**src/rtl/cs_pkg.sv**
```systemverilog
package cs_pkg;

   ////////////////////////////////////////////////////////////////////
   // Settings bus

   localparam int SET_ADDR_W = 8;
   localparam int SET_DATA_W = 32;

   // Register map
   // CTRL bit 0 is rx_run, bit 1 is tx_enable
   localparam logic [SET_ADDR_W-1:0] SR_CS_CTRL    = 8'd24;
   localparam logic [SET_ADDR_W-1:0] SR_CS_THRESH  = 8'd25;
   localparam logic [SET_ADDR_W-1:0] SR_CS_HOLDOFF = 8'd26;

   ////////////////////////////////////////////////////////////////////
   // Datapath

   // Raw converter word
   localparam int ADC_W = 14;

   // One I or Q sample after widening
   typedef logic signed [15:0] sample_t;

   // I*I + Q*Q, one bit wider than a single square
   typedef logic [32:0] energy_t;

   typedef logic [31:0] thresh_t;

   // Quiet sample count and hold-off share this type
   typedef logic [15:0] count_t;

   ////////////////////////////////////////////////////////////////////
   // Transmit gate

   typedef enum logic [1:0] {
      GATE_IDLE   = 2'd0,
      GATE_LISTEN = 2'd1,
      GATE_SEND   = 2'd2
   } gate_state_t;

endpackage

```
**src/rtl/carrier_sense.sv**
```systemverilog
`timescale 1ns/1ps

module carrier_sense
   import cs_pkg::*;
(
   input  logic    dsp_clk,
   input  logic    por_rst,
   input  logic    rx_run_i,
   input  sample_t samp_i_i,
   input  sample_t samp_q_i,
   input  logic    samp_stb_i,
   input  thresh_t threshold_i,
   output logic    carrier_o,
   output count_t  quiet_count_o
);

   ////////////////////////////////////////////////////////////////////
   // Stage one, sample energy

   logic signed [31:0] sq_i;
   logic signed [31:0] sq_q;
   energy_t            energy;
   logic               s1_valid;

   // Squares are never negative, so widening as unsigned is safe
   assign sq_i = samp_i_i * samp_i_i;
   assign sq_q = samp_q_i * samp_q_i;

   always_ff @(posedge dsp_clk) begin
      if (samp_stb_i) begin
         energy <= energy_t'(unsigned'(sq_i)) + energy_t'(unsigned'(sq_q));
      end
   end

   always_ff @(posedge dsp_clk) begin
      if (por_rst) begin
         s1_valid <= 1'b0;
      end else begin
         s1_valid <= samp_stb_i;
      end
   end

   ////////////////////////////////////////////////////////////////////
   // Stage two, threshold and quiet counter

   logic above;

   assign above = energy > energy_t'(threshold_i);

   always_ff @(posedge dsp_clk) begin
      if (por_rst || !rx_run_i) begin
         // Receiver off, no carrier and no quiet history
         carrier_o     <= 1'b0;
         quiet_count_o <= '0;
      end else if (s1_valid) begin
         carrier_o <= above;
         if (above) begin
            quiet_count_o <= '0;
         end else if (quiet_count_o != '1) begin
            quiet_count_o <= quiet_count_o + count_t'(1);
         end
      end
   end

endmodule

```
**src/rtl/cs_settings.sv**
```systemverilog
`timescale 1ns/1ps

module cs_settings
   import cs_pkg::*;
(
   input  logic                  dsp_clk,
   input  logic                  por_rst,
   input  logic                  set_stb_i,
   input  logic [SET_ADDR_W-1:0] set_addr_i,
   input  logic [SET_DATA_W-1:0] set_data_i,
   output logic                  rx_run_o,
   output logic                  tx_enable_o,
   output thresh_t               threshold_o,
   output count_t                holdoff_o
);

   // Address decode for each register
   logic wr_ctrl;
   logic wr_thresh;
   logic wr_holdoff;

   assign wr_ctrl    = set_stb_i && (set_addr_i == SR_CS_CTRL);
   assign wr_thresh  = set_stb_i && (set_addr_i == SR_CS_THRESH);
   assign wr_holdoff = set_stb_i && (set_addr_i == SR_CS_HOLDOFF);

   // Control bits
   always_ff @(posedge dsp_clk) begin
      if (por_rst) begin
         rx_run_o    <= 1'b0;
         tx_enable_o <= 1'b0;
      end else if (wr_ctrl) begin
         rx_run_o    <= set_data_i[0];
         tx_enable_o <= set_data_i[1];
      end
   end

   // Threshold starts at all ones so nothing counts as a carrier
   always_ff @(posedge dsp_clk) begin
      if (por_rst) begin
         threshold_o <= '1;
      end else if (wr_thresh) begin
         threshold_o <= thresh_t'(set_data_i);
      end
   end

   // Hold-off in quiet samples, lower half of the data word
   always_ff @(posedge dsp_clk) begin
      if (por_rst) begin
         holdoff_o <= '0;
      end else if (wr_holdoff) begin
         holdoff_o <= set_data_i[15:0];
      end
   end

endmodule

```
**src/rtl/csma_core.sv**
```systemverilog
`timescale 1ns/1ps

module csma_core (
   input  logic        dsp_clk,
   input  logic        por_rst,

   // Settings writes
   input  logic        set_stb_i,
   input  logic [7:0]  set_addr_i,
   input  logic [31:0] set_data_i,

   // Converter inputs
   input  logic [13:0] adc_a_i,
   input  logic [13:0] adc_b_i,

   // Transmit side
   input  logic [15:0] tx_i_i,
   input  logic [15:0] tx_q_i,
   input  logic        tx_req_i,

   output logic [15:0] dac_a_o,
   output logic [15:0] dac_b_o,
   output logic        carrier_o,
   output logic        tx_run_o
);

   logic        rx_run;
   logic        tx_enable;
   logic [31:0] threshold;
   logic [15:0] holdoff;

   logic [15:0] samp_i;
   logic [15:0] samp_q;
   logic        samp_stb;

   logic [15:0] quiet_count;

   ////////////////////////////////////////////////////////////////////
   // Settings

   cs_settings u_settings (
      .dsp_clk     (dsp_clk),
      .por_rst     (por_rst),
      .set_stb_i   (set_stb_i),
      .set_addr_i  (set_addr_i),
      .set_data_i  (set_data_i),
      .rx_run_o    (rx_run),
      .tx_enable_o (tx_enable),
      .threshold_o (threshold),
      .holdoff_o   (holdoff)
   );

   ////////////////////////////////////////////////////////////////////
   // Receive path

   rx_frontend u_rx_frontend (
      .dsp_clk    (dsp_clk),
      .por_rst    (por_rst),
      .rx_run_i   (rx_run),
      .adc_a_i    (adc_a_i),
      .adc_b_i    (adc_b_i),
      .samp_i_o   (samp_i),
      .samp_q_o   (samp_q),
      .samp_stb_o (samp_stb)
   );

   // Carrier flag goes straight out
   carrier_sense u_carrier_sense (
      .dsp_clk       (dsp_clk),
      .por_rst       (por_rst),
      .rx_run_i      (rx_run),
      .samp_i_i      (samp_i),
      .samp_q_i      (samp_q),
      .samp_stb_i    (samp_stb),
      .threshold_i   (threshold),
      .carrier_o     (carrier_o),
      .quiet_count_o (quiet_count)
   );

   ////////////////////////////////////////////////////////////////////
   // Transmit path

   tx_gate u_tx_gate (
      .dsp_clk       (dsp_clk),
      .por_rst       (por_rst),
      .tx_enable_i   (tx_enable),
      .tx_req_i      (tx_req_i),
      .quiet_count_i (quiet_count),
      .holdoff_i     (holdoff),
      .tx_i_i        (tx_i_i),
      .tx_q_i        (tx_q_i),
      .dac_a_o       (dac_a_o),
      .dac_b_o       (dac_b_o),
      .tx_run_o      (tx_run_o)
   );

endmodule

```
**src/rtl/rx_frontend.sv**
```systemverilog
`timescale 1ns/1ps

module rx_frontend
   import cs_pkg::*;
(
   input  logic             dsp_clk,
   input  logic             por_rst,
   input  logic             rx_run_i,
   input  logic [ADC_W-1:0] adc_a_i,
   input  logic [ADC_W-1:0] adc_b_i,
   output sample_t          samp_i_o,
   output sample_t          samp_q_o,
   output logic             samp_stb_o
);

   // Converter words left-justified in a 16-bit sample
   sample_t wide_a;
   sample_t wide_b;

   assign wide_a = sample_t'({adc_a_i, 2'b00});
   assign wide_b = sample_t'({adc_b_i, 2'b00});

   // Capture only while receive runs, hold last pair otherwise
   always_ff @(posedge dsp_clk) begin
      if (rx_run_i) begin
         samp_i_o <= wide_a;
         samp_q_o <= wide_b;
      end
   end

   // Strobe follows run with the same one-cycle latency as the data
   always_ff @(posedge dsp_clk) begin
      if (por_rst) begin
         samp_stb_o <= 1'b0;
      end else begin
         samp_stb_o <= rx_run_i;
      end
   end

endmodule

```
**src/rtl/tx_gate.sv**
```systemverilog
`timescale 1ns/1ps

module tx_gate
   import cs_pkg::*;
(
   input  logic    dsp_clk,
   input  logic    por_rst,
   input  logic    tx_enable_i,
   input  logic    tx_req_i,
   input  count_t  quiet_count_i,
   input  count_t  holdoff_i,
   input  sample_t tx_i_i,
   input  sample_t tx_q_i,
   output sample_t dac_a_o,
   output sample_t dac_b_o,
   output logic    tx_run_o
);

   gate_state_t state;
   gate_state_t state_next;

   // Request counts only while transmit is enabled
   logic tx_go;
   logic chan_clear;

   assign tx_go      = tx_req_i && tx_enable_i;
   assign chan_clear = quiet_count_i >= holdoff_i;

   ////////////////////////////////////////////////////////////////////
   // Listen-before-talk FSM

   always_comb begin
      state_next = state;
      unique case (state)
         GATE_IDLE: begin
            if (tx_go) begin
               state_next = GATE_LISTEN;
            end
         end
         GATE_LISTEN: begin
            if (!tx_go) begin
               state_next = GATE_IDLE;
            end else if (chan_clear) begin
               state_next = GATE_SEND;
            end
         end
         GATE_SEND: begin
            // A carrier here does not abort, only the request ends it
            if (!tx_go) begin
               state_next = GATE_IDLE;
            end
         end
         default: begin
            state_next = GATE_IDLE;
         end
      endcase
   end

   always_ff @(posedge dsp_clk) begin
      if (por_rst) begin
         state <= GATE_IDLE;
      end else begin
         state <= state_next;
      end
   end

   assign tx_run_o = (state == GATE_SEND);

   ////////////////////////////////////////////////////////////////////
   // DAC output registers

   // Loaded from the next state so the DAC is zero exactly when not sending
   always_ff @(posedge dsp_clk) begin
      if (por_rst) begin
         dac_a_o <= '0;
         dac_b_o <= '0;
      end else if (state_next == GATE_SEND) begin
         dac_a_o <= tx_i_i;
         dac_b_o <= tx_q_i;
      end else begin
         dac_a_o <= '0;
         dac_b_o <= '0;
      end
   end

endmodule

```
**config.mk**
```make
export PLATFORM = sky130hd
export DESIGN_NAME = csma_core
export DESIGN_NICKNAME = d
export VERILOG_FILES = /design/src/rtl/cs_pkg.sv /design/src/rtl/carrier_sense.sv /design/src/rtl/cs_settings.sv /design/src/rtl/csma_core.sv /design/src/rtl/rx_frontend.sv /design/src/rtl/tx_gate.sv
export SDC_FILE = /design/constraint.sdc
export NUM_CORES = 1
export LEC_CHECK = 0
export BUFFER_PORTS_ARGS = -buffer_cell sky130_fd_sc_hd__buf_4
export CELL_PAD_IN_SITES_DETAIL_PLACEMENT = 1
export CELL_PAD_IN_SITES_GLOBAL_PLACEMENT = 1
export CORE_MARGIN = 5
export CORE_UTILIZATION = 40
export DETAILED_ROUTE_END_ITERATION = 12
export PLACE_DENSITY_LB_ADDON = 0.08
export SKIP_CTS_REPAIR_TIMING = 1
export SLEW_MARGIN = 10
export SYNTH_ARGS = -nofsm -noshare
export SYNTH_HDL_FRONTEND = slang
export SYNTH_SLANG_ARGS = --single-unit
```
**constraint.sdc**
```tcl
create_clock -name dsp_clk -period 9.8 [get_ports dsp_clk]
set_input_delay 0.49 -clock dsp_clk [delete_from_list [all_inputs] [get_ports dsp_clk]]
set_output_delay 0.49 -clock dsp_clk [all_outputs]
set_load 0.01 [all_outputs]
```
==> impl_metrics.csv <==
group,metric,value,unit
clocking,path_clk_slew,0.09,ns
grt,antenna_found_initial,0,
die,die_h,241.2,um
power_and_ir_drop,p_leak,11.91,nW
hold_path,hp-class,"primary input to flip-flop",
die,rows,84,
grt,use_met1,0.2475,
sta,rsz0062_at_grt,"no",
final_layout,area_delta_synth_final,10.76,%
drt,drc,0,
sta,setup_viol,0,
worst_setup_path,r2r_setup_slack,1.30,ns
clocking,clock_sinks,160,
final_layout,drive_gt1_frac,0.09087,
hold_path,min_delay_path_depth,1,
sta,fmax,0.1176,GHz
synthesis,synth_cell_types,75,
sta,drv_slew,0,
drt,drt_iter0_drc,527,
synthesis,synth_ff_type,"dfxtp_1",
drt,drtAntennaViolNets,0,
grt,track_usage,0.1906,
clocking,clock_latency,0.48,ns
power_and_ir_drop,power_density,69.05,mW/mm^2
die,start_util,0.4054,
sta,setup_slack,1.297,ns
die,die_x,241.2,um
worst_setup_path,cp.required,10.02,ns
clocking,cts_max_level,4,
clocking,cts_root_buf,"clkbuf_16",
drt,vias,15280,
placement,gp_congestion,0.8224,
sta,finalClockSkew,0.02315,ns
drt,wirelength,52.50,mm
placement,hpwl,44.65,mm
final_layout,mostFrequentLayoutCells,"546 x inv_1, 350 x fa_1, 203 x ha_1",
synthesis,yosysWarnings,0,
worst_setup_path,crit_path_frequent_cell,"inv_1",
final_layout,fin_nets,3021,
worst_setup_path,cp_slowest_stage_delay,0.70,ns
sta,finalCritPeriodShare,0.8676,
final_layout,nFillCells,6043,
final_layout,layout_commonest_cell,"inv_1",
clocking,numCtsBuffers,17,
sta,period_minus_slack,8.503,ns
synthesis,synth_edf_count,57,
die,ios,138,
clocking,cts_tree,"yes",
placement,place_ws,1.303,ns
outcome,status,"finished clean",
worst_setup_path,worst-path-max-fanout,13,
hold_path,hold_path_end,"u_rx_frontend.samp_q_o[10]$_DFFE_PP_",
power_and_ir_drop,irDropWorstVdd,0.0001452,V
drt,viasPerCell,4.986,
final_layout,antennaDiodeCount,0,
placement,port_buffers,137,
drt,dr.pass1.iters,4,
sta,hold_viol,0,
grt,grt_max_degree,65,
synthesis,avgSynthCellArea,9.468,sq um
grt,met2_usage,0.3436,
worst_setup_path,slowest_stage,"edfxtp_1",
die,core,0.05276,sq mm
worst_setup_path,critPathKind,"flip-flop to flip-flop",
grt,overflow,0,
sta,worst_pin_slew,0.9872,ns
synthesis,ys_ff_latch,160,
die,dieArea,0.05819,sq mm
worst_setup_path,rr_worst_depth,31,
synthesis,syn_area,0.02139,sq mm
grt,grt_pass1_vias,17380,
job,max_cap_viol_count,0,
grt,use_met3,0.02322,
worst_setup_path,r2r-end,"u_carrier_sense.energy[30]$_DFFE_PP_",
synthesis,synthCells,2259,
synthesis,ys_async_sr_fraction,0,
clocking,cts.path.max_buffers,2,
grt,grt_pass1_wl,87.86,mm
sta,fin_setup_tns,0,ns
worst_setup_path,r2r-start,"u_rx_frontend.samp_q_o[8]$_DFFE_PP_",
sta,slew_headroom,0.3369,
worst_setup_path,cp_data_arrival_time,8.72,ns
grt,grt-busiest-layer,"met2",
hold_path,worstHoldStart,"adc_b_i[8]",
synthesis,seq_area_frac_synth,0.1764,
drt,wire_per_inst,17.13,um
synthesis,syn_nets,2916,
worst_setup_path,crit_path_start_kind,"flip-flop",
worst_setup_path,cp-end-kind,"flip-flop",
routing by layer:
| layer | routed length (um) | share of wire |
|---|---|---|
| met5 | 0 | 0 |
| met4 | 719 | 0.014 |
| met3 | 1259 | 0.024 |
| met2 | 26940 | 0.51 |
| met1 | 23570 | 0.45 |
cells in the mapped netlist (18+ instances only):
cell type	n	share of area
o21ai_0	31	0.0073
nor2_1	99	0.017
fa_1	350	0.33
edfxtp_1	57	0.080
inv_1	546	0.096
and2_1	69	0.020
xnor2_1	79	0.032
nor2b_1	37	0.011
ha_1	203	0.12
dfxtp_1	103	0.096
clkbuf_1	54	0.0095
nand3_1	25	0.0059
a21o_1	44	0.015
xor2_1	18	0.0074
nand2_1	176	0.031
a211o_1	36	0.015
a21boi_0	34	0.012
a21oi_1	83	0.019
logic make-up (layout without fill, tap and decap cells):
logic type	Yosys count	count (layout)	share of synthesized area
AOI/OAI and AO/OA	331	331	0.1085
other	2	2	0.0003511
muxes	7	7	0.003568
DFF	160	160	0.1764
xor gates and xnor gates	97	97	0.03972
adders and majority gates	553	553	0.4464
buffers and inverters	603	721	0.1067
and+or+nand+nor	506	506	0.1184
through the flow:
step / hold slack (ns) / total power [mW] / cells / cell area [sq um] / utilization
after floorplan: 0.4319 / 0.8941 / 2259 / 21390 / -
after global placement: 0.4408 / 0.9727 / 3033 / 23110 / 0.4381
after detailed placement: 0.4468 / 0.9795 / 3033 / 23110 / 0.4381
after CTS: 0.1254 / 1.671 / 3065 / 23690 / 0.4490
after global routing: 0.1463 / 1.721 / 3065 / 23690 / 0.4490
final: 0.1750 / 1.636 / 3065 / 23690 / 0.4490
worst max-delay path by stage:
stage	start	endpoint	slack, ns	cells after the start
finish	u_rx_frontend.samp_q_o[8]$_DFFE_PP_	u_carrier_sense.energy[30]$_DFFE_PP_	1.30	31
global route	u_rx_frontend.samp_q_o[15]$_DFFE_PP_	u_carrier_sense.energy[30]$_DFFE_PP_	0.71	27
CTS	u_rx_frontend.samp_q_o[8]$_DFFE_PP_	u_carrier_sense.energy[30]$_DFFE_PP_	1.26	31
detailed placement	u_rx_frontend.samp_q_o[8]$_DFFE_PP_	u_carrier_sense.energy[30]$_DFFE_PP_	1.30	31
global placement	u_rx_frontend.samp_i_o[15]$_DFFE_PP_	u_carrier_sense.energy[30]$_DFFE_PP_	1.40	26
floorplan	u_rx_frontend.samp_q_o[12]$_DFFE_PP_	u_carrier_sense.energy[30]$_DFFE_PP_	2.15	32
flip-flops by register name, indices dropped and copies added (netlist names), 2 cells and up:
register and count:
u_carrier_sense.energy 29, u_tx_gate.dac_a_o 16, u_tx_gate.dac_b_o 16, u_rx_frontend.samp_q_o 14, u_rx_frontend.samp_i_o 14, u_settings.threshold_o 32, u_carrier_sense.quiet_count_o 16, u_settings.holdoff_o 16
u_tx_gate.state 2
layout make-up:
| type | instances | area (sq um) | area share |
|---|---|---|---|
| Clock inverter | 15 | 150.1 | 0.006338 |
| Timing Repair Buffer | 143 | 1074 | 0.04532 |
| Clock buffer | 17 | 425.4 | 0.01796 |
| Inverter | 546 | 2049 | 0.08651 |
| Multi-Input combinational cell | 1496 | 15360 | 0.6482 |
| Sequential cell | 160 | 3775 | 0.1593 |
| Tap cell | 688 | 860.8 | 0.03634 |
worst max-delay path: cells and delay by family (launching register included):
kind	cells	cell delay, ns
AND/OR/NAND/NOR	6	1.45
flip-flops	1	0.70
XOR/XNOR	1	0.14
AO/OA/AOI/OAI	8	1.66
adder cells (fa/ha/maj)	8	3.60
buffers and inverters	8	0.69
report_power, final:
part	switching, mW	internal, mW	total [mW]	leakage (nW)
clock	0.337	0.337	0.675	0.283
sequential	0.000576	0.695	0.696	1.34
combinational	0.139	0.126	0.265	10.3
total	0.477	1.16	1.64	11.9
No activity file was read; power rests on OpenSTA's default activity.
